--- src/rtl/dsp_num_pkg.sv ---
package dsp_num_pkg;

	localparam int SAMPLE_W = 16;
	typedef logic signed [SAMPLE_W-1:0] sample_t;

	localparam int INT_W = 24; // Sample in the top bits, 8 fraction bits below
	localparam int FRAC_W = INT_W - SAMPLE_W;
	typedef struct packed {
		logic signed [INT_W-1:0] re;
		logic signed [INT_W-1:0] im;
	} cplx_t;

	localparam int TW_W = 32;
	localparam int TW_FRAC = 16; // 1.0 is 32'h0001_0000
	typedef struct packed {
		logic signed [TW_W-1:0] re;
		logic signed [TW_W-1:0] im;
	} twiddle_t;

	localparam int PROD_W = INT_W + TW_W + 2; // Headroom for the three-multiply sums

	typedef struct packed {
		logic signed [SAMPLE_W-1:0] re;
		logic signed [SAMPLE_W-1:0] im;
	} bin_t;

	typedef logic [2*SAMPLE_W:0] power_t; // re^2 + im^2, never negative

	// Drops the fraction bits of an internal word
	function automatic bin_t to_bin(cplx_t c);
		return '{re: c.re[INT_W-1 -: SAMPLE_W], im: c.im[INT_W-1 -: SAMPLE_W]};
	endfunction

endpackage

--- src/rtl/fft_cfg_pkg.sv ---
package fft_cfg_pkg;

	import dsp_num_pkg::*;

	localparam int N_POINTS = 16;
	localparam int STAGES = 4;
	localparam int CNT_W = 4;
	localparam int TW_IDX_W = CNT_W - 1; // Half-circle table, 8 entries

	typedef logic [CNT_W-1:0] bin_idx_t;
	typedef bin_t [N_POINTS-1:0] bin_vec_t; // Indexed by natural bin number

	// cos(2*pi*k/16) and -sin(2*pi*k/16) for k = 0..7
	localparam twiddle_t TWIDDLE_TABLE [N_POINTS/2] = '{
		'{32'sh0001_0000, 32'sh0000_0000}, '{32'sh0000_EC83, 32'shFFFF_9E09},
		'{32'sh0000_B504, 32'shFFFF_4AFC}, '{32'sh0000_61F7, 32'shFFFF_137D},
		'{32'sh0000_0000, 32'shFFFF_0000}, '{32'shFFFF_9E09, 32'shFFFF_137D},
		'{32'shFFFF_4AFC, 32'shFFFF_4AFC}, '{32'shFFFF_137D, 32'shFFFF_9E09}
	};

	// Per rotating stage, the index one step before the first twiddle
	localparam logic [TW_IDX_W-1:0] TW_INIT [STAGES-1] = '{3'd7, 3'd6, 3'd4};
	localparam logic [TW_IDX_W-1:0] TW_STEP [STAGES-1] = '{3'd1, 3'd2, 3'd4};

	// Stage 3 emits bins in bit-reversed order
	localparam bin_idx_t BIN_ORDER [N_POINTS] = '{
		4'd0, 4'd8, 4'd4, 4'd12, 4'd2, 4'd10, 4'd6, 4'd14,
		4'd1, 4'd9, 4'd5, 4'd13, 4'd3, 4'd11, 4'd7, 4'd15
	};

endpackage

--- src/rtl/bin_buffer.sv ---
`timescale 1ns/1ps

module bin_buffer import dsp_num_pkg::*, fft_cfg_pkg::*; (
	input  logic     clk,
	input  logic     rst,
	input  logic     data_valid,
	input  bin_idx_t slot,
	input  cplx_t    din,
	output bin_vec_t fft_d
);

	// Serial bit-reversed stream into natural-order registers
	always_ff @(posedge clk or posedge rst)
	begin
		if (rst)
			fft_d <= '0;
		else if (data_valid)
			fft_d[BIN_ORDER[slot]] <= to_bin(din);
	end

endmodule

--- config.mk ---
export PLATFORM = sky130hd
export DESIGN_NAME = bin_buffer
export DESIGN_NICKNAME = d
export VERILOG_FILES = /design/src/rtl/dsp_num_pkg.sv /design/src/rtl/fft_cfg_pkg.sv /design/src/rtl/bin_buffer.sv
export SDC_FILE = /design/constraint.sdc
export NUM_CORES = 1
export LEC_CHECK = 0
export BUFFER_PORTS_ARGS = -buffer_cell sky130_fd_sc_hd__buf_2
export CAP_MARGIN = 10
export CORE_AREA = 2 2 219 221
export DETAILED_ROUTE_END_ITERATION = 16
export DIE_AREA = 0 0 221 223
export PLACE_DENSITY = 0.65
export SLEW_MARGIN = 20
export SYNTH_ARGS = -nofsm -noshare
export SYNTH_HDL_FRONTEND = slang
export SYNTH_SLANG_ARGS = --single-unit
--- constraint.sdc ---
create_clock -name clk -period 21.2 [get_ports clk]
set_clock_uncertainty 0.1 [all_clocks]
set_input_delay 1.06 -clock clk [delete_from_list [all_inputs] [get_ports clk]]
set_output_delay 1.06 -clock clk [all_outputs]
set_load 0.005 [all_outputs]
==> results.json <==
{
  "status": "finished, final reports clean",
  "synth_warnings": 0,
  "start_util_pct": 40.6,
  "num_rows": 80,
  "p_clk_share_pct": 32.9,
  "fin_crit_sh_pct": 14.5,
  "regArea_sq_um": 12800,
  "worstPathRequired_ps": 21690,
  "hold_class": "reg2reg",
  "synth_seq_area_share_pct": 67.0,
  "final_cell_area_sq_um": 24200,
  "slew_violations": 0,
  "cts_hold_buffers": 0,
  "top_regs": "fft_d x512",
  "p_leak_nw": 11.8,
  "power.switching_mw": 0.752,
  "criticalPathCategory": "in2async",
  "synth_cells": 1135,
  "synth.top_cell.area_share_pct": 67.0,
  "grt_max_degree": 164,
  "cts_resized": 0,
  "syn-num-nets": 1190,
  "worstSetupStartpointType": "input pin",
  "ys_types": 15,
  "dpl_cell_area_sq_um": 22500,
  "ios": 567,
  "layout-drive-gt1-share_pct": 68.3,
  "place_congestion": 0.788,
  "crit_arrival_ps": 3570,
  "place_hpwl_microns": 37600,
  "seqPwrFrac_pct": 46.6,
  "ir_drop_v": 0.0000797,
  "cp_cell_sequence": "buf_2 -> inv_8 -> buf_4 -> buf_4",
  "finalHoldViolCount": 0,
  "cp_common_cell": "buf_4",
  "power_frac_comb_pct": 20.5,
  "totalWireLength_microns": 55600,
  "yosys.area.top_type": "dfrtp_1",
  "worst_pin_slew_ps": 1070,
  "nets": 1724,
  "overflow": 0,
  "cts.sinks": 512,
  "die_x_microns": 221,
  "dr.first_iter.drc_count": 518,
  "max_freq_ghz": 0.325,
  "yosys-top-cells-area": "dfrtp_1, mux2_2, buf_2",
  "layout_min_cycle_time_ps": 3070,
  "antenna_found_initial": 5,
  "area_growth_pct": 26.6,
  "critPathBufInv": 4,
  "track_usage_pct": 22.3,
  "final-setup-viol-count": 0,
  "crit_slowest_cell": "buf_4",
  "post_cts_buffers": 0,
  "end_kind": "async pin",
  "clockBufferDepth": 3,
  "largest_reg_flops": 512,
  "core_area_sq_um": 47100,
  "first_pass_iters": 4,
  "rsz0062_at_grt": "false",
  "regMostFlops": "fft_d",
  "vias_per_cell": 5.03,
  "via_count": 11700,
  "syn-cell-area_sq_um": 19100,
  "clk_pin_slew_worst_paths_ps": 60,
  "grt_pass1_vias": 12400,
  "p_int_mw": 2.07,
  "fp.dieH_microns": 223,
  "p_per_area_nw_per_um2": 117,
  "swShare_pct": 26.7,
  "cts_root_buffer": "clkbuf_16",
  "n_fill_cell": 4088,
  "dieArea_sq_um": 49300,
  "ys_ff_latch": 512,
  "crit_fanout": 142,
  "drv_cap": 0,
  "clock_latency_ps": 580,
  "relSlewSlack_pct": 28.6,
  "antenna_left": 0,
  "max_stage_delay_ps": 810,
  "io_buffers": 550,
  "wl_per_cell_microns": 23.9,
  "cts_buffers": 53,
  "grt_pass1_wl_microns": 82400,
  "tritoncts": "done",
  "crit_family": "buffers and inverters",
  "multi_input_area_sq_um": 5980,
  "postSynthAreaPerCell_sq_um": 16.9,
  "fin_tns_setup_ps": 0,
  "cts_max_level": 2,
  "drc": 0
}
layer usage:
| metal | vias up | part of all wire [%] | GRT usage (%) |
|---|---|---|---|
| li1 | 5059 | - | - |
| met1 | 6149 | 41 | 27.7 |
| met2 | 385 | 49 | 37.2 |
| met3 | 115 | 6.5 | 5.81 |
| met4 | 2 | 3.5 | 8.68 |
| met5 | - | 0.027 | 0 |
final cells by class:
class | instances | share of cell area [%]
antenna | 2 | 0.0207
clock buffer | 84 | 6.88
clock inverter | 13 | 0.408
inverter | 1 | 0.0465
multi-input combinational | 536 | 24.7
sequential | 512 | 52.9
tap | 615 | 3.18
timing repair buffer | 565 | 11.9
logic make-up (layout without fill, tap and decap cells):
kind of cell / Yosys count / in the layout / synth area share, %
simple gates: 24 / 24 / 0.667
mux: 512 / 512 / 30.1
buf+inv: 87 / 663 / 2.22
flops: 512 / 512 / 67.0
other cells: 0 / 2 / 0
cell usage in the layout (no fill, tap or decap):
master / n
buf_4: 13
nor2_4: 9
nor3b_2: 1
nor2b_4: 1
buf_6: 1
nand3_1: 1
clkinvlp_4: 2
nand2b_2: 2
nand2_1: 1
bufinv_16: 1
clkinv_2: 9
or3_2: 3
dfrtp_1: 512
nand2b_1: 2
mux2_2: 500
nand2_2: 1
buf_12: 1
clkbuf_8: 18
nor2_1: 1
clkbuf_16: 55
clkbuf_1: 11
mux2_1: 12
nand3b_1: 2
buf_2: 550
inv_6: 1
diode_2: 2
inv_8: 1
per-stage QoR:
| stage | power, mW | instances | hold slack [ps] | worst slack [ps] | utilization (%) |
|---|---|---|---|---|---|
| after floorplan | 1.57 | 1135 | 383 | 5740 | - |
| after global placement | 1.90 | 2229 | 365 | 17400 | 47.6 |
| after detailed placement | 1.92 | 2229 | 378 | 17350 | 47.6 |
| after CTS | 2.86 | 2326 | 391 | 18000 | 51.4 |
| after global routing | 2.96 | 2326 | 406 | 17710 | 51.4 |
| final | 2.82 | 2328 | 392 | 18130 | 51.4 |
power groups by stage:
| stage | logic [mW] | clock network (mW) | registers, mW |
|---|---|---|---|
| floorplan | 0.225 | 0 | 1.35 |
| global placement | 0.580 | 0 | 1.32 |
| detailed placement | 0.589 | 0 | 1.33 |
| CTS | 0.591 | 0.953 | 1.31 |
| global route | 0.622 | 0.991 | 1.34 |
| finish | 0.579 | 0.928 | 1.32 |
Yosys cell counts:
library cell  instances
buf_2                43
nand3_1               1
clkbuf_1             37
mux2_2              500
mux2_1               12
buf_6                 6
nand2_1               2
nor2_1               10
dfrtp_1             512
nor3b_2               1
inv_1                 1
or3_1                 3
nand3b_1              2
nand2b_1              4
nor2b_1               1
final timing paths:
path,startpoint,endpoint,slack (ps),depth (start not counted)
min reg2reg,fft_d[153],fft_d[153],390,1
max in group clk,slot[0],fft_d[152],18580,4
max,rst,fft_d[236],18130,4
max reg2reg,fft_d[55],fft_d[55],20270,1
min in group asynchronous,rst,fft_d[2],560,2
min,fft_d[153],fft_d[153],390,1
No activity file was read; power rests on OpenSTA's default activity.
