[config.mk]
export PLATFORM = sky130hd
export DESIGN_NAME = twiddle_rom
export DESIGN_NICKNAME = d
export VERILOG_FILES = /design/src/rtl/dsp_num_pkg.sv /design/src/rtl/fft_cfg_pkg.sv /design/src/rtl/twiddle_rom.sv
export SDC_FILE = /design/constraint.sdc
export NUM_CORES = 1
export LEC_CHECK = 0
export BUFFER_PORTS_ARGS = -buffer_cell sky130_fd_sc_hd__buf_2
export CAP_MARGIN = 5
export CORE_AREA = 2 2 77 79
export CTS_BUF_LIST = sky130_fd_sc_hd__clkbuf_2 sky130_fd_sc_hd__clkbuf_4 sky130_fd_sc_hd__clkbuf_8
export CTS_CLUSTER_SIZE = 30
export DETAILED_ROUTE_END_ITERATION = 6
export DIE_AREA = 0 0 79 81
export PLACE_DENSITY = 0.84
export SLEW_MARGIN = 20
export SYNTH_ARGS = -nofsm -noshare
export SYNTH_HDL_FRONTEND = slang
export SYNTH_SLANG_ARGS = --single-unit
[constraint.sdc]
create_clock -name clk -period 2.43 [get_ports clk]
set_input_delay 0.6075 -clock clk [delete_from_list [all_inputs] [get_ports clk]]
set_output_delay 0.6075 -clock clk [all_outputs]
set_load 0.005 [all_outputs]
[src/rtl/dsp_num_pkg.sv]
package dsp_num_pkg;

	localparam int SAMPLE_W = 16;
	typedef logic signed [SAMPLE_W-1:0] sample_t;

	localparam int INT_W = 24; // Sample in the top bits, 8 fraction bits below
	localparam int FRAC_W = INT_W - SAMPLE_W;
	typedef struct packed {
		logic signed [INT_W-1:0] re;
		logic signed [INT_W-1:0] im;
	} cplx_t;

	localparam int TW_W = 32;
	localparam int TW_FRAC = 16; // 1.0 is 32'h0001_0000
	typedef struct packed {
		logic signed [TW_W-1:0] re;
		logic signed [TW_W-1:0] im;
	} twiddle_t;

	localparam int PROD_W = INT_W + TW_W + 2; // Headroom for the three-multiply sums

	typedef struct packed {
		logic signed [SAMPLE_W-1:0] re;
		logic signed [SAMPLE_W-1:0] im;
	} bin_t;

	typedef logic [2*SAMPLE_W:0] power_t; // re^2 + im^2, never negative

	// Drops the fraction bits of an internal word
	function automatic bin_t to_bin(cplx_t c);
		return '{re: c.re[INT_W-1 -: SAMPLE_W], im: c.im[INT_W-1 -: SAMPLE_W]};
	endfunction

endpackage

[src/rtl/fft_cfg_pkg.sv]
package fft_cfg_pkg;

	import dsp_num_pkg::*;

	localparam int N_POINTS = 16;
	localparam int STAGES = 4;
	localparam int CNT_W = 4;
	localparam int TW_IDX_W = CNT_W - 1; // Half-circle table, 8 entries

	typedef logic [CNT_W-1:0] bin_idx_t;
	typedef bin_t [N_POINTS-1:0] bin_vec_t; // Indexed by natural bin number

	// cos(2*pi*k/16) and -sin(2*pi*k/16) for k = 0..7
	localparam twiddle_t TWIDDLE_TABLE [N_POINTS/2] = '{
		'{32'sh0001_0000, 32'sh0000_0000}, '{32'sh0000_EC83, 32'shFFFF_9E09},
		'{32'sh0000_B504, 32'shFFFF_4AFC}, '{32'sh0000_61F7, 32'shFFFF_137D},
		'{32'sh0000_0000, 32'shFFFF_0000}, '{32'shFFFF_9E09, 32'shFFFF_137D},
		'{32'shFFFF_4AFC, 32'shFFFF_4AFC}, '{32'shFFFF_137D, 32'shFFFF_9E09}
	};

	// Per rotating stage, the index one step before the first twiddle
	localparam logic [TW_IDX_W-1:0] TW_INIT [STAGES-1] = '{3'd7, 3'd6, 3'd4};
	localparam logic [TW_IDX_W-1:0] TW_STEP [STAGES-1] = '{3'd1, 3'd2, 3'd4};

	// Stage 3 emits bins in bit-reversed order
	localparam bin_idx_t BIN_ORDER [N_POINTS] = '{
		4'd0, 4'd8, 4'd4, 4'd12, 4'd2, 4'd10, 4'd6, 4'd14,
		4'd1, 4'd9, 4'd5, 4'd13, 4'd3, 4'd11, 4'd7, 4'd15
	};

endpackage

[src/rtl/twiddle_rom.sv]
`timescale 1ns/1ps

module twiddle_rom import dsp_num_pkg::*, fft_cfg_pkg::*; (
	input  logic                   clk,
	input  logic                   rst,
	input  logic                   data_valid,
	input  logic [STAGES-2:0]      add_sel,
	output twiddle_t [STAGES-2:0]  tw
);

	logic [TW_IDX_W-1:0] idx [STAGES-1];
	logic [TW_IDX_W-1:0] idx_next [STAGES-1];

	// The table is read at the index this sample moves to
	always_comb
	begin
		for (int s = 0; s < STAGES-1; s++)
		begin
			idx_next[s] = idx[s] + TW_STEP[s];
			tw[s] = TWIDDLE_TABLE[idx_next[s]];
		end
	end

	always_ff @(posedge clk or posedge rst)
	begin
		if (rst)
		begin
			for (int s = 0; s < STAGES-1; s++)
				idx[s] <= TW_INIT[s];
		end
		else if (data_valid)
		begin
			for (int s = 0; s < STAGES-1; s++)
			begin
				if (!add_sel[s])
					idx[s] <= idx_next[s]; // Advances only while the stage rotates
			end
		end
	end

endmodule
==> impl_metrics.csv <==
group,metric,value,unit
yosys,avgSynthCellArea,7.89,µm²
yosys,post_synth_main_area_contributors,"buf_4, dfstp_2, ha_1",
critical_path,rrSetupSlack,0.89,ns
global_routing,grt_pass1_vias,742,
status,status,"finished clean",
route,avgRoutedWirePerCell,8.40,µm
sta,max_freq,414,MHz
yosys,syn_area,0.00184,mm²
floorplanning,die_height,81,µm
yosys,synth.largest_area_cell,"buf_4",
finish,regArea,158,µm²
clocking,cts-root-buf,"clkbuf_8",
clocking,hold_buffers,0,
finish,nNetsFinal,286,
finish,diodes,0,
critical_path,max_stage_delay,0.55,ns
pwr,p_switching,1.48,mW
placement,pre_cts_ws,0.0910,ns
placement,portBuffers,139,
sta,finalMaxSlewViolations,0,
critical_path,endpoint_kind,"output pin",
critical_path,r2r_cells,6,
pwr,ir_drop,0.000643,V
floorplanning,die_w,79,µm
route,vias_per_cell,3.32,
pwr,p_leak,1.08,nW
pwr,pwr_density_cell,1860,mW/mm²
placement,placedCellCount,340,
route,drtIter0Drc,26,
floorplanning,initial_core_util,0.324,
pwr,power.internal,1.68,mW
yosys,synth_ff_type,"dfstp_2",
sta,final_hold_viol_count,0,
sta,finClkSkew,0.000117,ns
global_routing,grt.busiest_layer,"met2",
yosys,synthCells,233,
clocking,numCtsBuffers,3,
sta,setup_ws,0.0160,ns
finish,multiInputGateArea,593,µm²
critical_path,crit_type,"reg2out",
yosys,yosysWarnings,0,
yosys,yosysMostFrequentCell,"buf_4",
clocking,cts_tree,"done",
yosys,ys_ff_latch,6,
sta,setup_viol,0,
placement,gp_congestion,0.761,
finish,final_cells,343,
floorplanning,rows,28,
critical_path,start_kind,"register",
critical_path,r2r_end,"idx[8]$_DFFE_PP1P_",
sta,fin_crit_sh,0.993,
sta,finalCriticalPeriod,2.41,ns
finish,drive_above_1_share,0.627,
global_routing,grtUsageMet2,0.139,
critical_path,critPathMaxFanout,9,
route,wirelength,2880,µm
critical_path,path_depth,7,
sta,rsz0062_at_grt,"yes",
pwr,power_frac_comb,0.880,
yosys,async_reset_ff_frac,1.00,
floorplanning,core_area,0.00568,mm²
clocking,cts_buffer_depth,2,
pwr,clkPwrFrac,0.046,
clocking,cts.sinks,6,
yosys,yosysUniqueCellTypes,23,
floorplanning,dieArea,0.00640,mm²
critical_path,arrival,1.81,ns
global_routing,grtUsageMet3,0.0267,
critical_path,worstPathRequired,1.82,ns
critical_path,critical_path.slowest_cell,"dfstp_2",
finish,syn_to_final_growth,-7.96,%
placement,dp_hpwl,2600,µm
route,first_pass_iters,4,
finish,reg.largest.list,"idx: 6 flops",
clocking,clk_latency,0.21,ns
floorplanning,num_io_pins,198,
route,drcViolationCount,0,
global_routing,grt_pass1_wl,3570,µm
global_routing,overflow,0,
finish,largest_register_ffs,6,
critical_path,path_buf_inv,3,
route,ant_nets,0,
yosys,yosysSeqAreaShare,0.0858,
yosys,synth-edff-count,0,
pwr,swShare,0.468,
finish,top_register,"idx",
route,dr_total_vias,1139,
global_routing,antenna_found_initial,0,
global_routing,grt_max_degree,24,
pwr,p_seq_frac,0.074,
clocking,htree_levels,1,
critical_path,crit_chain,"ha_1 > inv_1 > ha_4 > buf_4 > nor2b_2 > a21oi_2 > buf_2",
critical_path,critPathTopFamily,"flip-flops",
global_routing,track_usage,0.0707,
sta,fin_setup_tns,0,ns
critical_path,rr_startpoint,"idx[7]$_DFFE_PP1P_",
finish,fillCellCount,606,
worst_hold_path,hp-class,"in2async",
job,maxCapViolations,0,
yosys,netlist_top_cells_count,"buf_4, inv_1, ha_1",
yosys,netlist.area_leader.share,0.690,
clocking,clk_pin_slew,0.04,ns
global_routing,met1_usage,0.0703,
how the worst max path moves through the flow:
stage                  startpoint     end  slack, ns
3_3_place_gp   idx[7]$_DFFE_PP1P_  tw[37]       0.17
3_5_place_dp   idx[7]$_DFFE_PP1P_  tw[39]       0.09
4_1_cts        idx[7]$_DFFE_PP1P_  tw[10]       0.01
2_1_floorplan  idx[6]$_DFFE_PP1P_   tw[4]       0.07
6_report       idx[7]$_DFFE_PP1P_  tw[39]       0.02
5_1_grt        idx[6]$_DFFE_PP1P_   tw[2]      -0.06
kinds of logic after synthesis:
logic type | count (synthesis) | share of synthesized area
other | 1 | 0.00204
AO/OA/AOI/OAI | 12 | 0.0347
buffers and inverters | 184 | 0.725
AND/OR/NAND/NOR | 13 | 0.0463
multiplexers | 3 | 0.0191
flip-flops | 6 | 0.0858
XOR/XNOR | 4 | 0.0191
adder cells (fa/ha/maj) | 10 | 0.0681
cells in the final DEF (no fill, tap or decap), types with 2 or more instances in the layout:
master    synthesis  layout
mux2i_1           2       2
ha_1             10       9
conb_1            1      58
a21oi_2           1       2
buf_2             0     139
clkbuf_8          0       3
a21oi_1           3       2
nor2_1            3       2
inv_1            14      13
o21ai_1           3       4
o21ai_0           5       2
buf_4           169       5
dfstp_2           6       6
o21ai_2           0       2
xnor2_1           3       3
routing by layer:
metal / vias to the layer above / routed length [µm] / share of wire
li1: 546 / - / -
met1: 510 / 919 / 0.32
met2: 83 / 1600 / 0.55
met3: 0 / 365 / 0.13
met4: 0 / 0 / 0
met5: - / 0 / 0
metrics by stage:
| step | total power [mW] | util | hold WS (ns) | instance area [µm²] |
|---|---|---|---|---|
| floorplan | 2.95 | - | 0.481 | 2050 |
| global placement | 2.88 | 0.285 | 0.513 | 1620 |
| detailed placement | 2.95 | 0.285 | 0.526 | 1620 |
| CTS | 3.18 | 0.297 | 0.560 | 1690 |
| global route | 3.51 | 0.298 | 0.585 | 1690 |
| finish | 3.15 | 0.298 | 0.541 | 1690 |
worst reg2reg max path: stages, from the launching register on:
cell and delay, ns:
dfstp_2 0.55, ha_1 0.17, inv_1 0.08, ha_4 0.32
inv_2 0.08, buf_4 0.14, mux2i_1 0.13
cell type report:
cell class / count / share of cell area
multi-input combinational: 100 / 0.351
inverter: 14 / 0.0311
tap: 75 / 0.0555
timing repair buffer: 145 / 0.445
sequential: 6 / 0.0932
clock buffer: 3 / 0.0244
power by group through the flow:
stage	Clock [mW]	Sequential [mW]	Combinational (mW)
after global routing	0.156	0.242	3.11
after global placement	0	0.230	2.65
after CTS	0.150	0.237	2.80
after detailed placement	0	0.238	2.71
after floorplan	0	0.232	2.72
final	0.144	0.233	2.78
repair_timing:
action	CTS	global route
setup endpoints to repair	36	30
gates cloned	0	0
gates resized for setup	8	4
buffers inserted	0	0
No activity file was read; power rests on OpenSTA's default activity.
