[src/rtl/dsp_num_pkg.sv]
package dsp_num_pkg;

	localparam int SAMPLE_W = 16;
	typedef logic signed [SAMPLE_W-1:0] sample_t;

	localparam int INT_W = 24; // Sample in the top bits, 8 fraction bits below
	localparam int FRAC_W = INT_W - SAMPLE_W;
	typedef struct packed {
		logic signed [INT_W-1:0] re;
		logic signed [INT_W-1:0] im;
	} cplx_t;

	localparam int TW_W = 32;
	localparam int TW_FRAC = 16; // 1.0 is 32'h0001_0000
	typedef struct packed {
		logic signed [TW_W-1:0] re;
		logic signed [TW_W-1:0] im;
	} twiddle_t;

	localparam int PROD_W = INT_W + TW_W + 2; // Headroom for the three-multiply sums

	typedef struct packed {
		logic signed [SAMPLE_W-1:0] re;
		logic signed [SAMPLE_W-1:0] im;
	} bin_t;

	typedef logic [2*SAMPLE_W:0] power_t; // re^2 + im^2, never negative

	// Drops the fraction bits of an internal word
	function automatic bin_t to_bin(cplx_t c);
		return '{re: c.re[INT_W-1 -: SAMPLE_W], im: c.im[INT_W-1 -: SAMPLE_W]};
	endfunction

endpackage

[src/rtl/fft_cfg_pkg.sv]
package fft_cfg_pkg;

	import dsp_num_pkg::*;

	localparam int N_POINTS = 16;
	localparam int STAGES = 4;
	localparam int CNT_W = 4;
	localparam int TW_IDX_W = CNT_W - 1; // Half-circle table, 8 entries

	typedef logic [CNT_W-1:0] bin_idx_t;
	typedef bin_t [N_POINTS-1:0] bin_vec_t; // Indexed by natural bin number

	// cos(2*pi*k/16) and -sin(2*pi*k/16) for k = 0..7
	localparam twiddle_t TWIDDLE_TABLE [N_POINTS/2] = '{
		'{32'sh0001_0000, 32'sh0000_0000}, '{32'sh0000_EC83, 32'shFFFF_9E09},
		'{32'sh0000_B504, 32'shFFFF_4AFC}, '{32'sh0000_61F7, 32'shFFFF_137D},
		'{32'sh0000_0000, 32'shFFFF_0000}, '{32'shFFFF_9E09, 32'shFFFF_137D},
		'{32'shFFFF_4AFC, 32'shFFFF_4AFC}, '{32'shFFFF_137D, 32'shFFFF_9E09}
	};

	// Per rotating stage, the index one step before the first twiddle
	localparam logic [TW_IDX_W-1:0] TW_INIT [STAGES-1] = '{3'd7, 3'd6, 3'd4};
	localparam logic [TW_IDX_W-1:0] TW_STEP [STAGES-1] = '{3'd1, 3'd2, 3'd4};

	// Stage 3 emits bins in bit-reversed order
	localparam bin_idx_t BIN_ORDER [N_POINTS] = '{
		4'd0, 4'd8, 4'd4, 4'd12, 4'd2, 4'd10, 4'd6, 4'd14,
		4'd1, 4'd9, 4'd5, 4'd13, 4'd3, 4'd11, 4'd7, 4'd15
	};

endpackage

[src/rtl/fft_ctrl.sv]
`timescale 1ns/1ps

module fft_ctrl import fft_cfg_pkg::*; (
	input  logic              clk,
	input  logic              rst,
	input  logic              data_valid,
	output logic [STAGES-1:0] add_sel,
	output bin_idx_t          slot,
	output logic              frame_end,
	output logic              fft_valid
);

	logic [CNT_W-1:0] cnt; // Valid samples seen, mod 16
	logic             primed; // First frame fully received

	always_ff @(posedge clk or posedge rst)
	begin
		if (rst)
		begin
			cnt <= '0;
			primed <= 1'b0;
			fft_valid <= 1'b0;
		end
		else
		begin
			if (data_valid)
				cnt <= cnt + 1'b1;
			if (data_valid && cnt == CNT_W'(N_POINTS - 1))
				primed <= 1'b1;
			fft_valid <= frame_end;
		end
	end

	// Stage 0 toggles slowest
	for (genvar s = 0; s < STAGES; s++)
	begin : g_sel
		assign add_sel[s] = cnt[CNT_W-1-s];
	end

	assign slot = cnt + 1'b1; // Slot 0 leaves stage 3 on sample 15 of a frame
	assign frame_end = data_valid && primed && slot == bin_idx_t'(N_POINTS - 1);

endmodule

[config.mk]
export PLATFORM = sky130hd
export DESIGN_NAME = fft_ctrl
export DESIGN_NICKNAME = d
export VERILOG_FILES = /design/src/rtl/dsp_num_pkg.sv /design/src/rtl/fft_cfg_pkg.sv /design/src/rtl/fft_ctrl.sv
export SDC_FILE = /design/constraint.sdc
export NUM_CORES = 1
export LEC_CHECK = 0
export BUFFER_PORTS_ARGS = -buffer_cell sky130_fd_sc_hd__buf_2
export CAP_MARGIN = 20
export CORE_AREA = 3 3 40 42
export DETAILED_ROUTE_END_ITERATION = 10
export DIE_AREA = 0 0 43 45
export SLEW_MARGIN = 20
export SYNTH_ARGS = -nofsm -noshare
export SYNTH_HDL_FRONTEND = slang
export SYNTH_SLANG_ARGS = --single-unit
[constraint.sdc]
create_clock -name clk -period 2.9 [get_ports clk]
set_clock_uncertainty 0.05 [all_clocks]
set_input_delay 0.58 -clock clk [delete_from_list [all_inputs] [get_ports clk]]
set_output_delay 0.58 -clock clk [all_outputs]
set_load 0.02 [all_outputs]
==> summary.md, run 1 <==
| Metric | Value |
|---|---|
| Status | `complete, no violations` |
| Site Rows | `13` |
| Net count, final | `46` |
| Share of cells above drive strength 1 | `41.0%` |
| Initial Utilization | `22.0%` |
| Antenna Cells | `0` |
| YS warnings | `0` |
| CTS HTree Levels | `1` |
| TritonCTS Buffers | `3` |
| Post-Syn Instances | `25` |
| Clk_lat worst skew | `250 ps` |
| Syn avg cell area | `11.3 um2` |
| Final setup TNS | `0 ps` |
| Die H | `45 um` |
| HP Class | `primary input to async pin` |
| Largest fanout on the critical path | `6` |
| Post-synthesis cell type count | `13` |
| Clock Root Buffer | `clkbuf_4` |
| # Post-CTS Setup Buffers | `0` |
| Fmax | `451 MHz` |
| Largest net degree at the start of global routing | `8` |
| Core area | `0.00128 mm2` |
| Register clock-pin slew on the reported worst setup and hold paths | `50 ps` |
| Sequential share of the synthesized area | `53.1%` |
| 1st-iter DRT viols | `2` |
| Final setup viols | `0` |
| Hold Fails Final Rpt | `0` |
| Clock sinks | `6` |
| Critical Path Source Type | `register` |
| Drt pass-1 iters | `2` |
| I/O Buffers | `12` |
| Vias in the first global route | `197` |
| Primary FF master, synth | `dfrtp_1` |
| Worst endpoint required time | `2270 ps` |
| Cell area after synthesis | `283 um2` |
| Hold Slack | `189 ps` |
| Yosys reg bits | `6` |
| # hold bufs at CTS | `0` |
| Area delta synth->final | `34.1%` |
| Area after DPL | `357 um2` |
| Die area | `0.00194 mm2` |
| CTS tree | `yes` |
| CP endpoint kind | `output pin` |
| Ys async rst share | `100%` |
| Final cycle utilization of the critical path | `76.4%` |
| Bufs on Longest Clock Path | `2` |
| Worst-Margin Slew | `242 ps` |
| Final GP Congestion | `0.757` |
| First-pass GRT wire length | `979 um` |
| Slew margin rel. | `83.9%` |
| DP HPWL | `454 um` |
| Antenna violations before repair | `0` |
| Arrival time worst endpoint | `1590 ps` |
| Total routed wirelength | `600 um` |
| Post_cts resized | `0` |
| Top Ports | `13` |
| Die W | `43 um` |
| Total Routing Usage GR | `7.54%` |
| Antenna-violating nets left | `0` |
| Layout Cells excl Fill | `54` |
| Max Cap Viol | `0` |
| Fin crit period | `2220 ps` |
| Placed cells | `51` |
| DR DRC count | `0` |
| Post-DR vias/cell | `4.17` |
| Total gr overflow | `0` |
| Setup CP Type | `register to output pin` |
| Wirelength per Cell | `11.1 um` |
| Post-Syn Nets | `30` |
| RSZ-0062 raised after global routing | `false` |
| Via count | `225` |
| Post-synth EDFFs | `0` |
| Max Slew Vio Count | `0` |
| Post-route cell area | `379 um2` |
==> worst max-delay path, stage by stage, from the launching register on <==
cell,delay (ps)
dfrtp_1,440
ha_1,270
xor2_1,180
nand4_1,120
nor2b_1,140
buf_2,180
==> registers in the layout, indices dropped and copies added (netlist names) <==
register / cells
cnt: 4
fft_valid: 1
primed: 1
==> cell usage after synthesis, drive strengths merged, types with 2 or more instances <==
master	n	area, um2
xnor2	3	26.3
xor2	2	17.5
dfrtp	6	150
ha	2	25.0
nand4	2	12.5
inv	3	11.3
==> cell type report <==
cell class                 count  area (um2)
timing repair buffer          12        60.1
sequential                     6         150
clock buffer                   3        22.5
multi-input combinational     15         116
inverter                       3        11.3
tap                           15        18.8
fill                         141         906
==> kinds of logic (layout without fill, tap and decap cells) <==
| group | Yosys count | after routing | share of synthesized area (%) |
|---|---|---|---|
| AO/OA/AOI/OAI | 2 | 2 | 5.75 |
| XOR/XNOR | 5 | 5 | 15.5 |
| adder cells (fa/ha/maj) | 2 | 2 | 8.85 |
| buffers and inverters | 4 | 18 | 5.75 |
| flip-flops | 6 | 6 | 53.1 |
| AND/OR/NAND/NOR | 6 | 6 | 11.1 |
==> cells in the final DEF, fill, tap and decap left out <==
master | synthesis | routed
nor2_1 | 1 | 1
inv_1 | 3 | 3
xnor2_1 | 3 | 3
buf_2 | 0 | 12
nor2b_1 | 1 | 1
nand4_1 | 2 | 2
nand3_1 | 1 | 1
nand2_1 | 1 | 1
xor2_1 | 2 | 2
clkbuf_4 | 0 | 3
dfrtp_1 | 6 | 6
ha_1 | 2 | 2
a41o_2 | 1 | 1
a21oi_1 | 1 | 1
==> per-layer routing <==
layer  global-route usage [%]  routed length, um  vias up
met2                     6.89                167       16
met1                     10.8                317       95
li1                         -                  -      111
met4                     3.61                 10        0
met3                     6.77                103        3
met5                        0                  0        -
==> final timing paths <==
| check | startpoint | to | slack [ps] | depth (start not counted) |
|---|---|---|---|---|
| hold reg to reg | primed | primed | 420 | 1 |
| min in group clk | primed | primed | 420 | 1 |
| setup / recovery | cnt[1] | frame_end | 680 | 5 |
| hold / removal | rst | cnt[3] | 190 | 2 |
| setup reg to reg | cnt[1] | fft_valid | 1620 | 4 |
| max in group asynchronous | rst | cnt[0] | 2410 | 2 |
==> per-stage QoR <==
stage	worst slack, ps	util (%)
2_1_floorplan	598	-
3_3_place_gp	968	27.8
3_5_place_dp	950	27.8
4_1_cts	672	29.5
5_1_grt	549	29.5
6_report	683	29.5
Power of run 1 is left out: the tool's default activity adds up to more than one toggle a clock period on the data nets, which glitch-free logic cannot reach.
==> run 2: changes to the inputs <==
--- a/config.mk
+++ b/config.mk
@@ -5,6 +5,7 @@
 export SDC_FILE = /design/constraint.sdc
 export NUM_CORES = 1
 export LEC_CHECK = 0
+export ABC_AREA = 1
 export BUFFER_PORTS_ARGS = -buffer_cell sky130_fd_sc_hd__buf_2
 export CAP_MARGIN = 20
 export CORE_AREA = 3 3 40 42
==> constraint.sdc (replaced) <==
create_clock -name clk -period 2.05 [get_ports clk]
set_clock_uncertainty 0.05 [all_clocks]
set_input_delay 0.41 -clock clk [delete_from_list [all_inputs] [get_ports clk]]
set_output_delay 0.41 -clock clk [all_outputs]
set_load 0.02 [all_outputs]
==> run 2 against run 1 <==
  * Global-route usage is 1.4 points higher
  * Cell area rose by 9.2%
  * Critical path depth up 2
  * Cell count increased by 24%
  * Die area is the same
  * Sequential share of layout area is 2.7 points lower
  * Setup slack got worse by 560 ps
  * Synthesized cell count increased by 48%
  * Register-to-register slack got worse by 760 ps
  * Flip-flop and latch count unchanged
  * Critical path type unchanged
  * Largest cell class unchanged
==> summary.md, run 2 <==
| Metric | Value |
|---|---|
| Bufs on Longest Clock Path | `2 (unchanged)` |
| TritonCTS Buffers | `3 (unchanged)` |
| R2R cell count | `6 (+2)` |
| Biggest regs | `cnt: 4 flops, fft_valid: 1 flops, primed: 1 flops` |
| Die H | `45 um (unchanged)` |
| Max VDD drop | `776 uV` |
| Primary FF master, synth | `dfrtp_1` |
| Worst-Margin Slew | `252 ps (+9.94 ps)` |
| Post-synth top cells | `inv_1 (9), nand2_1 (9), dfrtp_1 (6), nand3_1 (4)` |
| Antenna-violating nets left | `0 (unchanged)` |
| Slowest stage delay, CP | `440 ps (about the same)` |
| Yosys reg bits | `6 (unchanged)` |
| Synth Area in XOR/XNOR | `2.87% (-13 points)` |
| Final setup TNS | `0 ps (unchanged)` |
| Critical Path Source Type | `register` |
| WL met3 | `65 um (-37%)` |
| Post-DR vias/cell | `4.10 (-1.5%)` |
| DR top layer | `met4` |
| Vias in the first global route | `251 (+27%)` |
| Initial Utilization | `23.8% (+1.8 points)` |
| Slew margin rel. | `83.2% (-0.66 points)` |
| Final GP Congestion | `0.753 (-0.57%)` |
| Ys async rst share | `100% (unchanged)` |
| Met1 wire length | `314 um (-0.95%)` |
| Most common cell after layout, fill and taps aside | `buf_2` |
| Net count, final | `59 (+28%)` |
| Yosys top cell by area | `dfrtp_1` |
| FILL cells | `139 (-1.4%)` |
| WP buf/inv | `2 (+1)` |
| Max Cap Viol | `0 (unchanged)` |
| Synth Area in Compound Gates | `5.74% (-0.015 points)` |
| Max Slew Vio Count | `0 (unchanged)` |
| Metal2 WL | `313 um (+87%)` |
| Total Routing Usage GR | `8.95% (+1.4 points)` |
| Post-synthesis cell type count | `11 (-2)` |
| Antenna violations before repair | `0 (unchanged)` |
| Worst endpoint required time | `1590 ps (-680 ps)` |
| Syn avg cell area | `8.25 um2 (-27%)` |
| CTS tree | `yes` |
| 1st-iter DRT viols | `2 (unchanged)` |
| Clock sinks | `6 (unchanged)` |
| Post-Syn Nets | `42 (+40%)` |
| HP Class | `primary input to async pin` |
| Most frequent cells in the layout | `buf_2 (11), inv_1 (9), nand2_1 (9)` |
| Post-Syn Instances | `37 (+48%)` |
| Core area | `0.00128 mm2 (unchanged)` |
| DR DRC count | `0 (unchanged)` |
| CP endpoint kind | `output pin` |
| Synth top area share | `49.2% (-3.9 points)` |
| Post-synthesis simple-gate area fraction | `23.0% (+12 points)` |
| Sequential share of the synthesized area | `49.2% (-3.9 points)` |
| CTS HTree Levels | `1 (unchanged)` |
| Largest cells by area after synthesis | `dfrtp_1 (49%), inv_1 (11%), nand2_1 (11%), ha_1 (8.2%), nand3_1 (6.6%)` |
| Total gr overflow | `0 (unchanged)` |
| Share of cells above drive strength 1 | `36.5% (-4.5 points)` |
| Top Ports | `13 (unchanged)` |
| Layout Cells excl Fill | `67 (+24%)` |
| RSZ-0062 raised after global routing | `false` |
| Drt pass-1 iters | `4 (+2)` |
| Arrival time worst endpoint | `1460 ps (-130 ps)` |
| Area delta synth->final | `35.7%` |
| Total routed wirelength | `702 um (+17%)` |
| DP HPWL | `542 um (+19%)` |
| Fmax | `520 MHz` |
| CP cell instances | `ha_1 > inv_1 > nand2_1 > nand2_2 > nand3_1 > nor2_2 > buf_4` |
| Critical path's slowest cell | `dfrtp_2` |
| Post-synth EDFFs | `0 (unchanged)` |
| Largest register FFs | `4 (unchanged)` |
| Multiplexer share of the synthesized area | `0% (unchanged)` |
| YS warnings | `0 (unchanged)` |
| Leakage power | `0.242 nW` |
| Site Rows | `13 (unchanged)` |
| Fin crit period | `1920 ps` |
| Status | `complete, no violations` |
| Biggest register | `cnt` |
| Clock Root Buffer | `clkbuf_4` |
| Clk_lat worst skew | `250 ps (about the same)` |
| I/O Buffers | `12 (unchanged)` |
| Largest fanout on the critical path | `6 (unchanged)` |
| # hold bufs at CTS | `0 (unchanged)` |
| Via count | `275 (+22%)` |
| Die area | `0.00194 mm2 (unchanged)` |
| Largest net degree at the start of global routing | `7 (-1)` |
| Synth Area in Adders | `8.20% (-0.65 points)` |
| Die W | `43 um (unchanged)` |
| Final setup viols | `0 (unchanged)` |
| Critical path's top delay family | `flip-flops` |
| PwrDens | `1750 mW/mm2` |
| Antenna Cells | `0 (unchanged)` |
| Main combinational cell family by area after synthesis | `simple AND/OR/NAND/NOR gates` |
| Register clock-pin slew on the reported worst setup and hold paths | `50 ps (about the same)` |
| Cell area after synthesis | `305 um2 (+8.0%)` |
| Wirelength per Cell | `10.5 um (-5.7%)` |
| Critical path depth in cells | `7 (+2)` |
| Hold Fails Final Rpt | `0 (unchanged)` |
| Placed cells | `64 (+25%)` |
| First-pass GRT wire length | `1.15 mm (+18%)` |
| Final cycle utilization of the critical path | `93.8%` |
| Setup CP Type | `register to output pin` |
==> run 2: cell count changes in the layout (fill, tap and decap cells not counted), sizes merged, moves of 2 or more <==
cell / change
nand3: +3
o21ai: +2
nand2: +9
inv: +6
xnor2: -3
==> run 2: report_power, final <==
part / switching, mW / internal (mW) / total (mW)
sequential: 0.0630 / 0.171 / 0.234
combinational: 0.246 / 0.131 / 0.377
clock: 0.0485 / 0.0666 / 0.115
==> run 2: worst reg2reg max path: stages, from the launching register on <==
cell and delay, ps:
dfrtp_2 440, ha_1 240, inv_1 60, nand2_1 50, nand2_2 70, nand3_1 90, nor2_2 110
==> run 2: cells by family after synthesis <==
logic type,count (synthesis)
AND/OR/NAND/NOR,16
buffers and inverters,9
flip-flops,6
AO/OA/AOI/OAI,3
adder cells (fa/ha/maj),2
XOR/XNOR,1
==> run 2: final timing paths <==
kind                       startpoint  slack (ps)   endpoint
setup / recovery               cnt[1]         130  frame_end
hold / removal                    rst          20     cnt[2]
setup reg to reg               cnt[1]         860  fft_valid
hold reg to reg                primed         420     primed
max in group asynchronous         rst        1710     cnt[1]
min in group clk           data_valid         360     cnt[0]
==> run 2: timing repair <==
| action | 4_1_cts | 5_1_grt |
|---|---|---|
| endpoints found under the hold margin | 0 | 0 |
| gates resized for setup | 0 | 4 |
| buffers inserted | 0 | 0 |
| endpoints found under the setup margin | 0 | 1 |
==> run 2: stage by stage <==
step	hold slack (ps)	worst slack (ps)	area [um2]	power, mW	utilization [%]
final	20.7	127	414	0.726	32.2
after detailed placement	296	343	384	0.611	29.9
after CTS	22.0	63.2	407	0.733	31.6
after global routing	23.4	22.3	414	0.796	32.2
after global placement	284	345	384	0.605	29.9
after floorplan	151	218	305	0.480	-
==> run 2: layout make-up <==
cell class | instances | area [um2] | share of cell area [%]
inverter | 9 | 33.8 | 8.16
tap | 15 | 18.8 | 4.53
multi-input combinational | 22 | 124 | 29.9
clock buffer | 3 | 22.5 | 5.44
sequential | 6 | 153 | 36.9
timing repair buffer | 12 | 62.6 | 15.1
==> run 2: per-layer routing <==
layer / vias up / track usage (%)
met5: - / 0
met4: 0 / 5.42
met3: 2 / 6.37
met2: 14 / 12.0
met1: 114 / 10.3
li1: 145 / -
No activity file was read; power rests on OpenSTA's default activity.
