[src/rtl/dsp_num_pkg.sv]
package dsp_num_pkg;

	localparam int SAMPLE_W = 16;
	typedef logic signed [SAMPLE_W-1:0] sample_t;

	localparam int INT_W = 24; // Sample in the top bits, 8 fraction bits below
	localparam int FRAC_W = INT_W - SAMPLE_W;
	typedef struct packed {
		logic signed [INT_W-1:0] re;
		logic signed [INT_W-1:0] im;
	} cplx_t;

	localparam int TW_W = 32;
	localparam int TW_FRAC = 16; // 1.0 is 32'h0001_0000
	typedef struct packed {
		logic signed [TW_W-1:0] re;
		logic signed [TW_W-1:0] im;
	} twiddle_t;

	localparam int PROD_W = INT_W + TW_W + 2; // Headroom for the three-multiply sums

	typedef struct packed {
		logic signed [SAMPLE_W-1:0] re;
		logic signed [SAMPLE_W-1:0] im;
	} bin_t;

	typedef logic [2*SAMPLE_W:0] power_t; // re^2 + im^2, never negative

	// Drops the fraction bits of an internal word
	function automatic bin_t to_bin(cplx_t c);
		return '{re: c.re[INT_W-1 -: SAMPLE_W], im: c.im[INT_W-1 -: SAMPLE_W]};
	endfunction

endpackage

[src/rtl/fft_cfg_pkg.sv]
package fft_cfg_pkg;

	import dsp_num_pkg::*;

	localparam int N_POINTS = 16;
	localparam int STAGES = 4;
	localparam int CNT_W = 4;
	localparam int TW_IDX_W = CNT_W - 1; // Half-circle table, 8 entries

	typedef logic [CNT_W-1:0] bin_idx_t;
	typedef bin_t [N_POINTS-1:0] bin_vec_t; // Indexed by natural bin number

	// cos(2*pi*k/16) and -sin(2*pi*k/16) for k = 0..7
	localparam twiddle_t TWIDDLE_TABLE [N_POINTS/2] = '{
		'{32'sh0001_0000, 32'sh0000_0000}, '{32'sh0000_EC83, 32'shFFFF_9E09},
		'{32'sh0000_B504, 32'shFFFF_4AFC}, '{32'sh0000_61F7, 32'shFFFF_137D},
		'{32'sh0000_0000, 32'shFFFF_0000}, '{32'shFFFF_9E09, 32'shFFFF_137D},
		'{32'shFFFF_4AFC, 32'shFFFF_4AFC}, '{32'shFFFF_137D, 32'shFFFF_9E09}
	};

	// Per rotating stage, the index one step before the first twiddle
	localparam logic [TW_IDX_W-1:0] TW_INIT [STAGES-1] = '{3'd7, 3'd6, 3'd4};
	localparam logic [TW_IDX_W-1:0] TW_STEP [STAGES-1] = '{3'd1, 3'd2, 3'd4};

	// Stage 3 emits bins in bit-reversed order
	localparam bin_idx_t BIN_ORDER [N_POINTS] = '{
		4'd0, 4'd8, 4'd4, 4'd12, 4'd2, 4'd10, 4'd6, 4'd14,
		4'd1, 4'd9, 4'd5, 4'd13, 4'd3, 4'd11, 4'd7, 4'd15
	};

endpackage

[src/rtl/peak_finder.sv]
`timescale 1ns/1ps

module peak_finder import dsp_num_pkg::*, fft_cfg_pkg::*; (
	input  logic     clk,
	input  logic     rst,
	input  logic     data_valid,
	input  bin_idx_t slot,
	input  cplx_t    din,
	input  logic     frame_end,
	output bin_idx_t freq,
	output logic     done
);

	bin_t                         bin_q;
	bin_idx_t                     slot_q;
	logic                         valid_q;
	logic                         end_q;
	logic signed [2*SAMPLE_W-1:0] sq_re;
	logic signed [2*SAMPLE_W-1:0] sq_im;
	power_t                       power;
	power_t                       best_pow;
	bin_idx_t                     best_idx;
	logic                         take;

	always_ff @(posedge clk)
	begin
		if (data_valid)
		begin
			bin_q <= to_bin(din);
			slot_q <= slot;
		end
	end

	assign sq_re = bin_q.re * bin_q.re;
	assign sq_im = bin_q.im * bin_q.im;
	assign power = {1'b0, sq_re} + {1'b0, sq_im};
	assign take = (slot_q == '0) || (power > best_pow); // Ties keep the earlier bin

	always_ff @(posedge clk or posedge rst)
	begin
		if (rst)
		begin
			valid_q <= 1'b0;
			end_q <= 1'b0;
			best_pow <= '0;
			best_idx <= '0;
			freq <= '0;
			done <= 1'b0;
		end
		else
		begin
			valid_q <= data_valid;
			end_q <= frame_end;
			done <= end_q; // One clock behind fft_valid
			if (valid_q && take)
			begin
				best_pow <= power;
				best_idx <= BIN_ORDER[slot_q];
			end
			if (end_q)
				freq <= take ? BIN_ORDER[slot_q] : best_idx; // Last bin still counts
		end
	end

endmodule

[config.mk]
export PLATFORM = sky130hd
export DESIGN_NAME = peak_finder
export DESIGN_NICKNAME = d
export VERILOG_FILES = /design/src/rtl/dsp_num_pkg.sv /design/src/rtl/fft_cfg_pkg.sv /design/src/rtl/peak_finder.sv
export SDC_FILE = /design/constraint.sdc
export NUM_CORES = 1
export LEC_CHECK = 0
export BUFFER_PORTS_ARGS = -buffer_cell sky130_fd_sc_hd__buf_2
export CAP_MARGIN = 20
export CORE_MARGIN = 2
export CORE_UTILIZATION = 40
export CTS_CLUSTER_DIAMETER = 60
export CTS_CLUSTER_SIZE = 30
export DETAILED_ROUTE_END_ITERATION = 8
export HOLD_SLACK_MARGIN = 0.12
export PLACE_DENSITY = 0.54
export SLEW_MARGIN = 20
export SYNTH_ARGS = -nofsm -noshare
export SYNTH_HDL_FRONTEND = slang
export SYNTH_SLANG_ARGS = --single-unit
[constraint.sdc]
create_clock -name clk -period 12.95 [get_ports clk]
set_input_delay 1.295 -clock clk [delete_from_list [all_inputs] [get_ports clk]]
set_output_delay 1.295 -clock clk [all_outputs]
set_load 0.01 [all_outputs]
==> summary.md, run 1 <==
| Metric | Value |
|---|---|
| CTS tree | yes |
| Vias/cell | just under 5 |
| Setup CP Type | reg -> reg |
| Placed Cells | roughly 3,200 |
| Sequential-to-total area share from yosys stat | a little under a tenth |
| Hold Buf Count CTS | 0 |
| YS warnings | 0 |
| Syn avg cell area | 9.468 sq um |
| Die W | 243.3 um |
| Max-slew headroom | approximately two fifths |
| Hold EP | best_idx[1] |
| Synth Flop Type | dfrtp_1 |
| Min-delay src | best_idx[1] |
| Port Buffer Count | 44 |
| Placer Congestion | between 0.8 and 0.9 |
| Starting density of the core | about two fifths |
| Status | complete, no violations |
| First-pass DRT Iterations | 5 |
| DRT iter0 DRCs | approximately 560 |
| Drt total wl | roughly 47 mm |
| Max cap viols | 0 |
| Vias in the first global route | between 15,000 and 20,000 |
| Reg2Reg Depth | 38 |
| Slew Limit Fails | 0 |
| Number of cell rows | between 80 and 90 |
| Total CTS buffers | 9 |
| DR vias | ~15,000 |
| Die Y | roughly 240 um |
| Detailed-route wire length per cell | between 10 and 15 um |
| Slowest stage cell, crit path | edfxtp_1 |
| RSZ-0062 raised after global routing | false |
| Number of diodes | 0 |
| Synth unique cells | 65 |
| First-pass GRT wire length | around 83 mm |
| Post-route DRC | 0 |
| CTS Buffer Depth | 2 |
| Post-route cell area | 24,260 sq um |
| Post-synthesis instance total | about 2,400 |
| FF-to-FF Start | bin_q[3] |
| Final setup TNS | 0 ns |
| Clk sink count | 80 |
| Post-CTS setup buffers | 0 |
| Critical Path RT | about 13 ns |
| Syn nets | around 3,200 |
| Layout cell share with drive strength beyond 1 | just over 5% |
| Area of the mapped netlist | 22,910 sq um |
| Fmax achieved | 0.08989 GHz |
| Worst Hold Class | reg -> reg |
| Slew @ Worst Pin | 0.9248 ns |
| Flops & latches, synth | 80 |
| Final #Nets | around 3,200 |
| Total gr overflow | 0 |
| Clk pin slew, worst setup/hold paths | 0.07 ns |
| Post-route minimum period | ~11 ns |
| EDFF count, synth | 36 |
| H-tree depth | 3 |
| Antenna viol nets, final | 0 |
| Cell Count, Final, Fillers Out | approximately 3,200 |
| Post-CTS Resized | 0 |
| Crit. End Element | flop |
| Skew final | between 0.01 and 0.015 ns |
| Cell repeated most along the worst path | fa_1 |
| CP Max Fanout | 33 |
| Placed inst area | around 24,000 sq um |
| HPWL Detailed | approximately 40 mm |
| Period utilization | between 80% and 90% |
| Core area | 56,500 sq um |
| Fraction of registers with async set/reset | a little under three fifths |
| Worst setup SP type | flop |
| Worst Path Arrival | roughly 11 ns |
| Max stage delay on crit path | 0.77 ns |
| Worst r2r dst | best_pow[9] |
| Hold Vio Cnt, Final | 0 |
| Area delta synth->final | 5.859% |
| Root Buffer Master | clkbuf_16 |
| # IOs | 61 |
| Initial antenna violation count | 0 |
| Die ar. | ~59,000 sq um |
| Gr usage total | 17.47% |
| Worst-Skew Late Latency | about 0.38 ns |
| Hold Path Depth | 1 |
| Reg2reg setup slack | approximately 1.8 ns |
| Final setup violation count | 0 |
| Largest net degree at the start of global routing | 45 |
flip-flops by register name, summed over array words and instances, names as in the netlist:
| name | cells |
|---|---|
| done | 1 |
| freq | 4 |
| bin_q | 32 |
| valid_q | 1 |
| best_pow | 33 |
| slot_q | 4 |
| end_q | 1 |
| best_idx | 4 |
worst max-delay path by stage:
stage,from,end,slack (ns),cells after the start
finish,bin_q[3],best_pow[9],1.82,38
global route,bin_q[3],best_pow[17],1.07,39
CTS,bin_q[3],best_pow[17],1.80,38
detailed placement,bin_q[2],best_pow[6],1.86,38
global placement,bin_q[2],best_pow[8],1.88,38
floorplan,bin_q[20],best_idx[3],3.53,39
critical path: cells and delay by family, from the launching register on:
kind            cells  cell delay, ns
compound gates     10            2.56
xor+xnor            2            0.40
fa+ha+maj           9            3.74
buf+inv             6            1.07
flops               1            0.77
mux                 1            0.40
simple gates       10            2.01
through the flow:
stage / util [%] / setup slack, ns / hold slack, ns
floorplan: - / 3.531 / 0.3520
global placement: 42.37 / 1.884 / 0.4652
detailed placement: 42.37 / 1.863 / 0.4711
CTS: 42.93 / 1.803 / 0.4936
global route: 42.93 / 1.067 / 0.5136
finish: 42.93 / 1.825 / 0.4973
placed cells by master, fill, tap and decap left out, types with 10 or more instances in the layout:
master,count
a21o_1,57
a21oi_1,79
and2_1,90
and3_1,12
buf_2,43
clkbuf_16,11
dfrtp_1,44
edfxtp_1,36
fa_1,477
ha_1,234
inv_1,713
mux2_2,39
nand2_1,171
nand2b_1,19
nand3_1,11
nand4_1,10
nor2_1,90
nor2b_1,14
nor3_1,15
o21a_1,12
o21ai_0,31
o21bai_1,14
xnor2_1,84
xor2_1,23
cell families after synthesis:
logic type      count (synthesis)  share of synthesized area (%)
xor+xnor                      107                          4.090
buf+inv                       761                          12.49
fa+ha+maj                     711                          54.45
compound gates                265                          7.902
mux                            43                          2.091
simple gates                  453                          9.452
flops                          80                          9.523
final cells by class:
type | count | area, sq um
Timing Repair Buffer | 49 | 260.3
Sequential cell | 80 | 2182
Tap cell | 756 | 945.9
Inverter | 714 | 2680
Clock inverter | 5 | 42.54
Clock buffer | 11 | 275.3
Multi-Input combinational cell | 1579 | 17870
Fill cell | 5573 | 32240
cell usage after synthesis, drive strengths merged, types with 5 or more instances:
| master | instances | area share, % |
|---|---|---|
| nand3 | 11 | 0.24 |
| nand2b | 19 | 0.52 |
| nand2 | 171 | 2.8 |
| o21bai | 14 | 0.46 |
| o21ai | 37 | 0.84 |
| clkbuf | 41 | 0.67 |
| a21o | 57 | 1.9 |
| and3 | 12 | 0.33 |
| a31o | 5 | 0.19 |
| a211o | 5 | 0.19 |
| dfrtp | 44 | 4.8 |
| o211ai | 7 | 0.23 |
| or3 | 5 | 0.14 |
| nand4 | 10 | 0.27 |
| o21a | 13 | 0.43 |
| fa | 477 | 42 |
| xor2 | 23 | 0.88 |
| xnor2 | 84 | 3.2 |
| nor3 | 15 | 0.33 |
| inv | 714 | 12 |
| ha | 234 | 13 |
| nor2 | 90 | 1.5 |
| mux2 | 39 | 1.9 |
| a21oi | 80 | 1.8 |
| a211oi | 9 | 0.32 |
| and2 | 90 | 2.5 |
| buf | 6 | 0.12 |
| edfxtp | 36 | 4.7 |
| a31oi | 6 | 0.23 |
| nor2b | 14 | 0.38 |
per-layer routing:
layer | global-route usage (%) | up-vias | wire length (um)
li1 | - | 7318 | -
met1 | 22.77 | 7896 | 20800
met2 | 31.33 | 180 | 24780
met3 | 1.641 | 48 | 1124
met4 | 4.042 | 0 | 776
met5 | 0 | - | 0
Power of run 1 is not shown: default switching activity piles up to over one toggle a cycle in this logic, so the estimate is an artifact.
==> run 2: changes to the inputs <==
--- a/config.mk
+++ b/config.mk
@@ -7,13 +7,15 @@
 export LEC_CHECK = 0
 export BUFFER_PORTS_ARGS = -buffer_cell sky130_fd_sc_hd__buf_2
 export CAP_MARGIN = 20
+export CELL_PAD_IN_SITES_DETAIL_PLACEMENT = 0
+export CELL_PAD_IN_SITES_GLOBAL_PLACEMENT = 1
 export CORE_MARGIN = 2
 export CORE_UTILIZATION = 40
 export CTS_CLUSTER_DIAMETER = 60
 export CTS_CLUSTER_SIZE = 30
 export DETAILED_ROUTE_END_ITERATION = 8
 export HOLD_SLACK_MARGIN = 0.12
-export PLACE_DENSITY = 0.54
+export PLACE_DENSITY = 0.66
 export SLEW_MARGIN = 20
 export SYNTH_ARGS = -nofsm -noshare
 export SYNTH_HDL_FRONTEND = slang
==> run 2 against run 1 <==
Effect of this change:
- non-clock buffer count up 1
- global-route usage grew 0.056 points
- core utilization barely moved
- maximum frequency is 0.28% lower
- sequential share of layout area hardly changed
- clock skew grew 0.011 ns
- register-to-register slack worse by 0.03 ns
- design area hardly changed
- first-iteration DRC count decreased by 6.4%
- critical path type unchanged
==> summary.md, run 2 (synthesis results as in run 1) <==
| Metric | Value |
|---|---|
| Status | complete, no violations |
| DRT iter0 DRCs | ~530 |
| Die W | roughly 240 um |
| Placed inst area | roughly 24,000 sq um |
| CP delay by family, top | adder cells |
| Number of cell rows | 87 |
| CTS Buffer Depth | 2 |
| Gr usage total | about 18% |
| Vias/cell | ~4.8 |
| Worst Path Arrival | between 10 and 15 ns |
| Drt total wl | 47.31 mm |
| Most frequent cells in the layout | inv_1, fa_1, ha_1 |
| Critical Path RT | roughly 13 ns |
| Final setup violation count | 0 |
| Max-slew headroom | a little over two fifths |
| Crit. End Element | flop |
| Die ar. | roughly 59,000 sq um |
| Port Buffer Count | 44 |
| Number of diodes | 0 |
| Hold Vio Cnt, Final | 0 |
| Fmax achieved | between 0.08 and 0.09 GHz |
| Skew final | between 0.02 and 0.025 ns |
| Cell repeated most along the worst path | fa_1 |
| Hold Buf Count CTS | 0 |
| Most common cell after layout, fill and taps aside | inv_1 |
| Detailed-route wire length per cell | between 10 and 15 um |
| Placer Congestion | about 0.8 |
| Max stage delay on crit path | slightly below 0.8 ns |
| # IOs | 61 |
| HPWL Detailed | 39.96 mm |
| CP Max Fanout | 33 |
| Core area | around 56,000 sq um |
| Total gr overflow | 0 |
| Root Buffer Master | clkbuf_16 |
| Final setup TNS | 0 ns |
| Period utilization | 86.15% |
| Worst Hold Class | reg -> reg |
| Post-route DRC | 0 |
| DR vias | 15,440 |
| Clk pin slew, worst setup/hold paths | about 0.07 ns |
| Starting density of the core | between 40 and 50% |
| Worst setup SP type | flop |
| H-tree depth | 3 |
| First-pass DRT Iterations | 7 |
| Total CTS buffers | 9 |
| Setup CP Type | reg -> reg |
| Layout cell share with drive strength beyond 1 | a little over 5% |
| Top Registers | best_pow x33, bin_q x32 |
| Max cap viols | 0 |
| Antenna viol nets, final | 0 |
| Post-route minimum period | roughly 11 ns |
| Largest net degree at the start of global routing | 45 |
| Initial antenna violation count | 0 |
| Vias in the first global route | 17,290 |
| Hold WS | between 0.4 and 0.5 ns |
| Final #Nets | 3,201 |
| Worst-Skew Late Latency | around 0.40 ns |
| Slew Limit Fails | 0 |
| Area delta synth->final | 5.821% |
| Crit path buffers/inverters | 6 |
| Post-CTS Resized | 0 |
| First-pass GRT wire length | between 80 and 90 mm |
| Fillers | roughly 5,500 |
| Max reg flops | 33 |
| CTS tree | yes |
| Clk sink count | 80 |
| Slew @ Worst Pin | about 0.86 ns |
| Post-route cell area | roughly 24,000 sq um |
| Die Y | 243.3 um |
| Largest Register | best_pow |
| RSZ-0062 raised after global routing | false |
| Slowest stage cell, crit path | edfxtp_1 |
| Post-CTS setup buffers | 0 |
## run 2: changes by cell type in the layout (fill, tap and decap cells not counted)
| cell | change |
|---|---|
| inv_4 | +1 |
| clkbuf_16 | -1 |
| clkinvlp_4 | +1 |
| clkinv_4 | -1 |
| clkinv_2 | -1 |
| inv_8 | +1 |
| buf_2 | +1 |
## run 2: final timing paths
kind	from	end	slack, ns	cells past startpoint
max	bin_q[3]	best_pow[4]	1.79	38
min	best_idx[1]	best_idx[1]	0.50	1
max reg2reg	bin_q[3]	best_pow[4]	1.79	38
min reg2reg	best_idx[1]	best_idx[1]	0.50	1
max in group asynchronous	rst	best_pow[14]	11.48	3
min in group asynchronous	rst	freq[3]	1.03	3
## run 2: metal layers
layer | wire (um) | global-route usage, % | share of wire [%] | up-vias
met3 | 1118 | 1.542 | 2.4 | 48
li1 | - | - | - | 7336
met5 | 0 | 0 | 0 | -
met1 | 20620 | 22.52 | 44 | 7888
met4 | 882 | 4.655 | 1.9 | 0
met2 | 24680 | 31.60 | 52 | 166
## run 2: metrics by stage
stage | instances | util [%] | worst slack [ns]
floorplan | 2420 | - | 3.531
detailed placement | 3179 | 42.38 | 1.888
CTS | 3195 | 42.92 | 1.808
global placement | 3179 | 42.38 | 1.920
global route | 3195 | 42.92 | 0.9269
finish | 3195 | 42.92 | 1.793
## run 2: worst reg2reg max path, delay by kind of cell, from the launching register on
kind            cells  cell delay (ns)
flops               1             0.79
buf+inv             6             1.07
compound gates     11             2.68
fa+ha+maj           9             3.82
xor+xnor            2             0.34
mux                 1             0.42
simple gates        9             1.93
## run 2: cell type report
| class | instances | area [sq um] | area share, % |
|---|---|---|---|
| Timing Repair Buffer | 50 | 265.3 | 1.094 |
| Inverter | 714 | 2680 | 11.05 |
| Clock buffer | 10 | 250.2 | 1.032 |
| Tap cell | 756 | 945.9 | 3.901 |
| Sequential cell | 80 | 2182 | 8.999 |
| Clock inverter | 6 | 53.80 | 0.2219 |
| Multi-Input combinational cell | 1579 | 17870 | 73.70 |
Power of run 2 is left out for the same reason.
==> run 3: changes to the inputs <==
--- a/config.mk
+++ b/config.mk
@@ -5,13 +5,13 @@
 export SDC_FILE = /design/constraint.sdc
 export NUM_CORES = 1
 export LEC_CHECK = 0
-export BUFFER_PORTS_ARGS = -buffer_cell sky130_fd_sc_hd__buf_2
+export BUFFER_PORTS_ARGS = -buffer_cell sky130_fd_sc_hd__clkbuf_2
 export CAP_MARGIN = 20
 export CELL_PAD_IN_SITES_DETAIL_PLACEMENT = 0
 export CELL_PAD_IN_SITES_GLOBAL_PLACEMENT = 1
 export CORE_MARGIN = 2
 export CORE_UTILIZATION = 40
-export CTS_CLUSTER_DIAMETER = 60
+export CTS_CLUSTER_DIAMETER = 80
 export CTS_CLUSTER_SIZE = 30
 export DETAILED_ROUTE_END_ITERATION = 8
 export HOLD_SLACK_MARGIN = 0.12
==> run 3 against run 2 <==
Effect of this change:
- design area unchanged
- largest cell class unchanged
- core utilization unchanged
- maximum frequency decreased by 0.64%
- count of clock-buffer cells in the layout unchanged
- critical endpoint is now best_pow[0]
- die area unchanged
- via count about the same
- critical path type unchanged
- flip-flop and latch count unchanged
- global-route usage about the same
- non-clock buffer count unchanged
- critical path depth unchanged
- hold slack got worse by 0.0015 ns
- clock skew about the same
==> summary.md, run 3 (synthesis results as in run 1) <==
| Metric | Value |
|---|---|
| Status | complete, no violations |
| CP Max Fanout | 33 |
| Gr usage total | approximately 18% |
| Hold Buf Count CTS | 0 |
| Total gr overflow | 0 |
| Max cap viols | 0 |
| Setup WS pre-CTS | approximately 1.8 ns |
| # IOs | a little over 60 |
| Largest Register | best_pow |
| Vias in the first global route | ~17,000 |
| Placed inst area | ~24,000 sq um |
| Skew final | 0.02117 ns |
| Core area | ~56,000 sq um |
| Vias/cell | just under 5 |
| Root Buffer Master | clkbuf_16 |
| HPWL Detailed | between 40 and 50 mm |
| Max reg flops | 33 |
| Worst Path Arrival | between 10 and 15 ns |
| Hold Vio Cnt, Final | 0 |
| Drt total wl | about 47 mm |
| Layout cell share with drive strength beyond 1 | under 10% |
| Clk pin slew, worst setup/hold paths | 0.07 ns |
| Post-route cell area | 24,250 sq um |
| Antenna viol nets, final | 0 |
| Period utilization | between 80 and 90% |
| Placer Congestion | between 0.8 and 0.9 |
| Worst-Skew Late Latency | just under 0.4 ns |
| Most common cell after layout, fill and taps aside | inv_1 |
| Largest net degree at the start of global routing | 45 |
| Final setup TNS | 0 ns |
| Post-CTS Resized | 0 |
| H-tree depth | 3 |
| DR vias | approximately 15,000 |
| DRT iter0 DRCs | 500 |
| CTS tree | yes |
| Initial antenna violation count | 0 |
| RSZ-0062 raised after global routing | false |
| Final #Nets | about 3,200 |
| Max stage delay on crit path | 0.80 ns |
| Slowest stage cell, crit path | edfxtp_1 |
| Number of diodes | 0 |
| Setup ws final | 1.721 ns |
| Fmax achieved | about 0.09 GHz |
| Clk sink count | 80 |
| Worst setup SP type | flop |
| Die ar. | ~59,000 sq um |
| Setup CP Type | reg -> reg |
| Post-route minimum period | 11.23 ns |
| Detailed-route wire length per cell | 14.82 um |
| Post-CTS setup buffers | 0 |
| Die W | ~240 um |
| Number of cell rows | between 80 and 90 |
| Cell repeated most along the worst path | fa_1 |
| CTS Buffer Depth | 2 |
| First-pass DRT Iterations | 5 |
| Starting density of the core | between 40% and 50% |
| Port Buffer Count | 44 |
| Post-route DRC | 0 |
| Final setup violation count | 0 |
| Slew @ Worst Pin | approximately 0.85 ns |
| Slew Limit Fails | 0 |
| Total CTS buffers | 9 |
| Crit. End Element | flop |
| Die Y | around 240 um |
| Area delta synth->final | 5.821% |
| Max-slew headroom | 43.25% |
| Worst Hold Class | reg -> reg |
| Top Registers | best_pow x33, bin_q x32 |
| Most frequent cells in the layout | inv_1, fa_1, ha_1 |
| First-pass GRT wire length | 83.35 mm |
| Critical Path RT | 13.21 ns |
-- run 3: changes by cell type in the layout (fill, tap and decap cells not counted) --
cell / before / now
buf_2: 44 / 0
clkbuf_2: 0 / 44
-- run 3: per-stage QoR --
| step | utilization (%) | instances | hold WS [ns] |
|---|---|---|---|
| after floorplan | - | 2420 | 0.3520 |
| after detailed placement | 42.38 | 3179 | 0.4751 |
| after CTS | 42.92 | 3195 | 0.4948 |
| after global placement | 42.38 | 3179 | 0.4646 |
| after global routing | 42.92 | 3195 | 0.5131 |
| final | 42.92 | 3195 | 0.4942 |
-- run 3: path summary, 6_finish.rpt --
check	from	to	slack [ns]	cells after the start
hold / removal	best_idx[1]	best_idx[1]	0.49	1
hold reg to reg	best_idx[1]	best_idx[1]	0.49	1
min in group asynchronous	rst	done	1.03	3
setup reg to reg	bin_q[3]	best_pow[0]	1.72	38
setup / recovery	bin_q[3]	best_pow[0]	1.72	38
max in group asynchronous	rst	best_pow[3]	11.48	3
-- run 3: routing by layer --
| metal | global-route usage [%] | routed length [um] | up-vias |
|---|---|---|---|
| li1 | - | - | 7333 |
| met1 | 22.33 | 20520 | 7898 |
| met2 | 31.93 | 24770 | 161 |
| met3 | 1.829 | 1152 | 47 |
| met4 | 4.349 | 896 | 0 |
| met5 | 0 | 0 | - |
-- run 3: final cells by class --
| class | instances | area, sq um |
|---|---|---|
| clock buffers | 10 | 250.2 |
| clock inverters | 6 | 53.80 |
| fillers | 5562 | 32250 |
| inverters | 714 | 2680 |
| multi-input cells | 1579 | 17870 |
| flip-flops and latches | 80 | 2182 |
| well taps | 756 | 945.9 |
| repair buffers | 50 | 265.3 |
-- run 3: worst max-delay path: cells and delay by family (launching register included) --
family / cells / cell delay, ns
adder cells (fa/ha/maj): 9 / 3.82
AO/OA/AOI/OAI: 10 / 2.60
AND/OR/NAND/NOR: 10 / 2.03
buffers and inverters: 6 / 1.08
flip-flops: 1 / 0.80
multiplexers: 1 / 0.39
XOR/XNOR: 2 / 0.35
Power of run 3 is left out for the same reason.
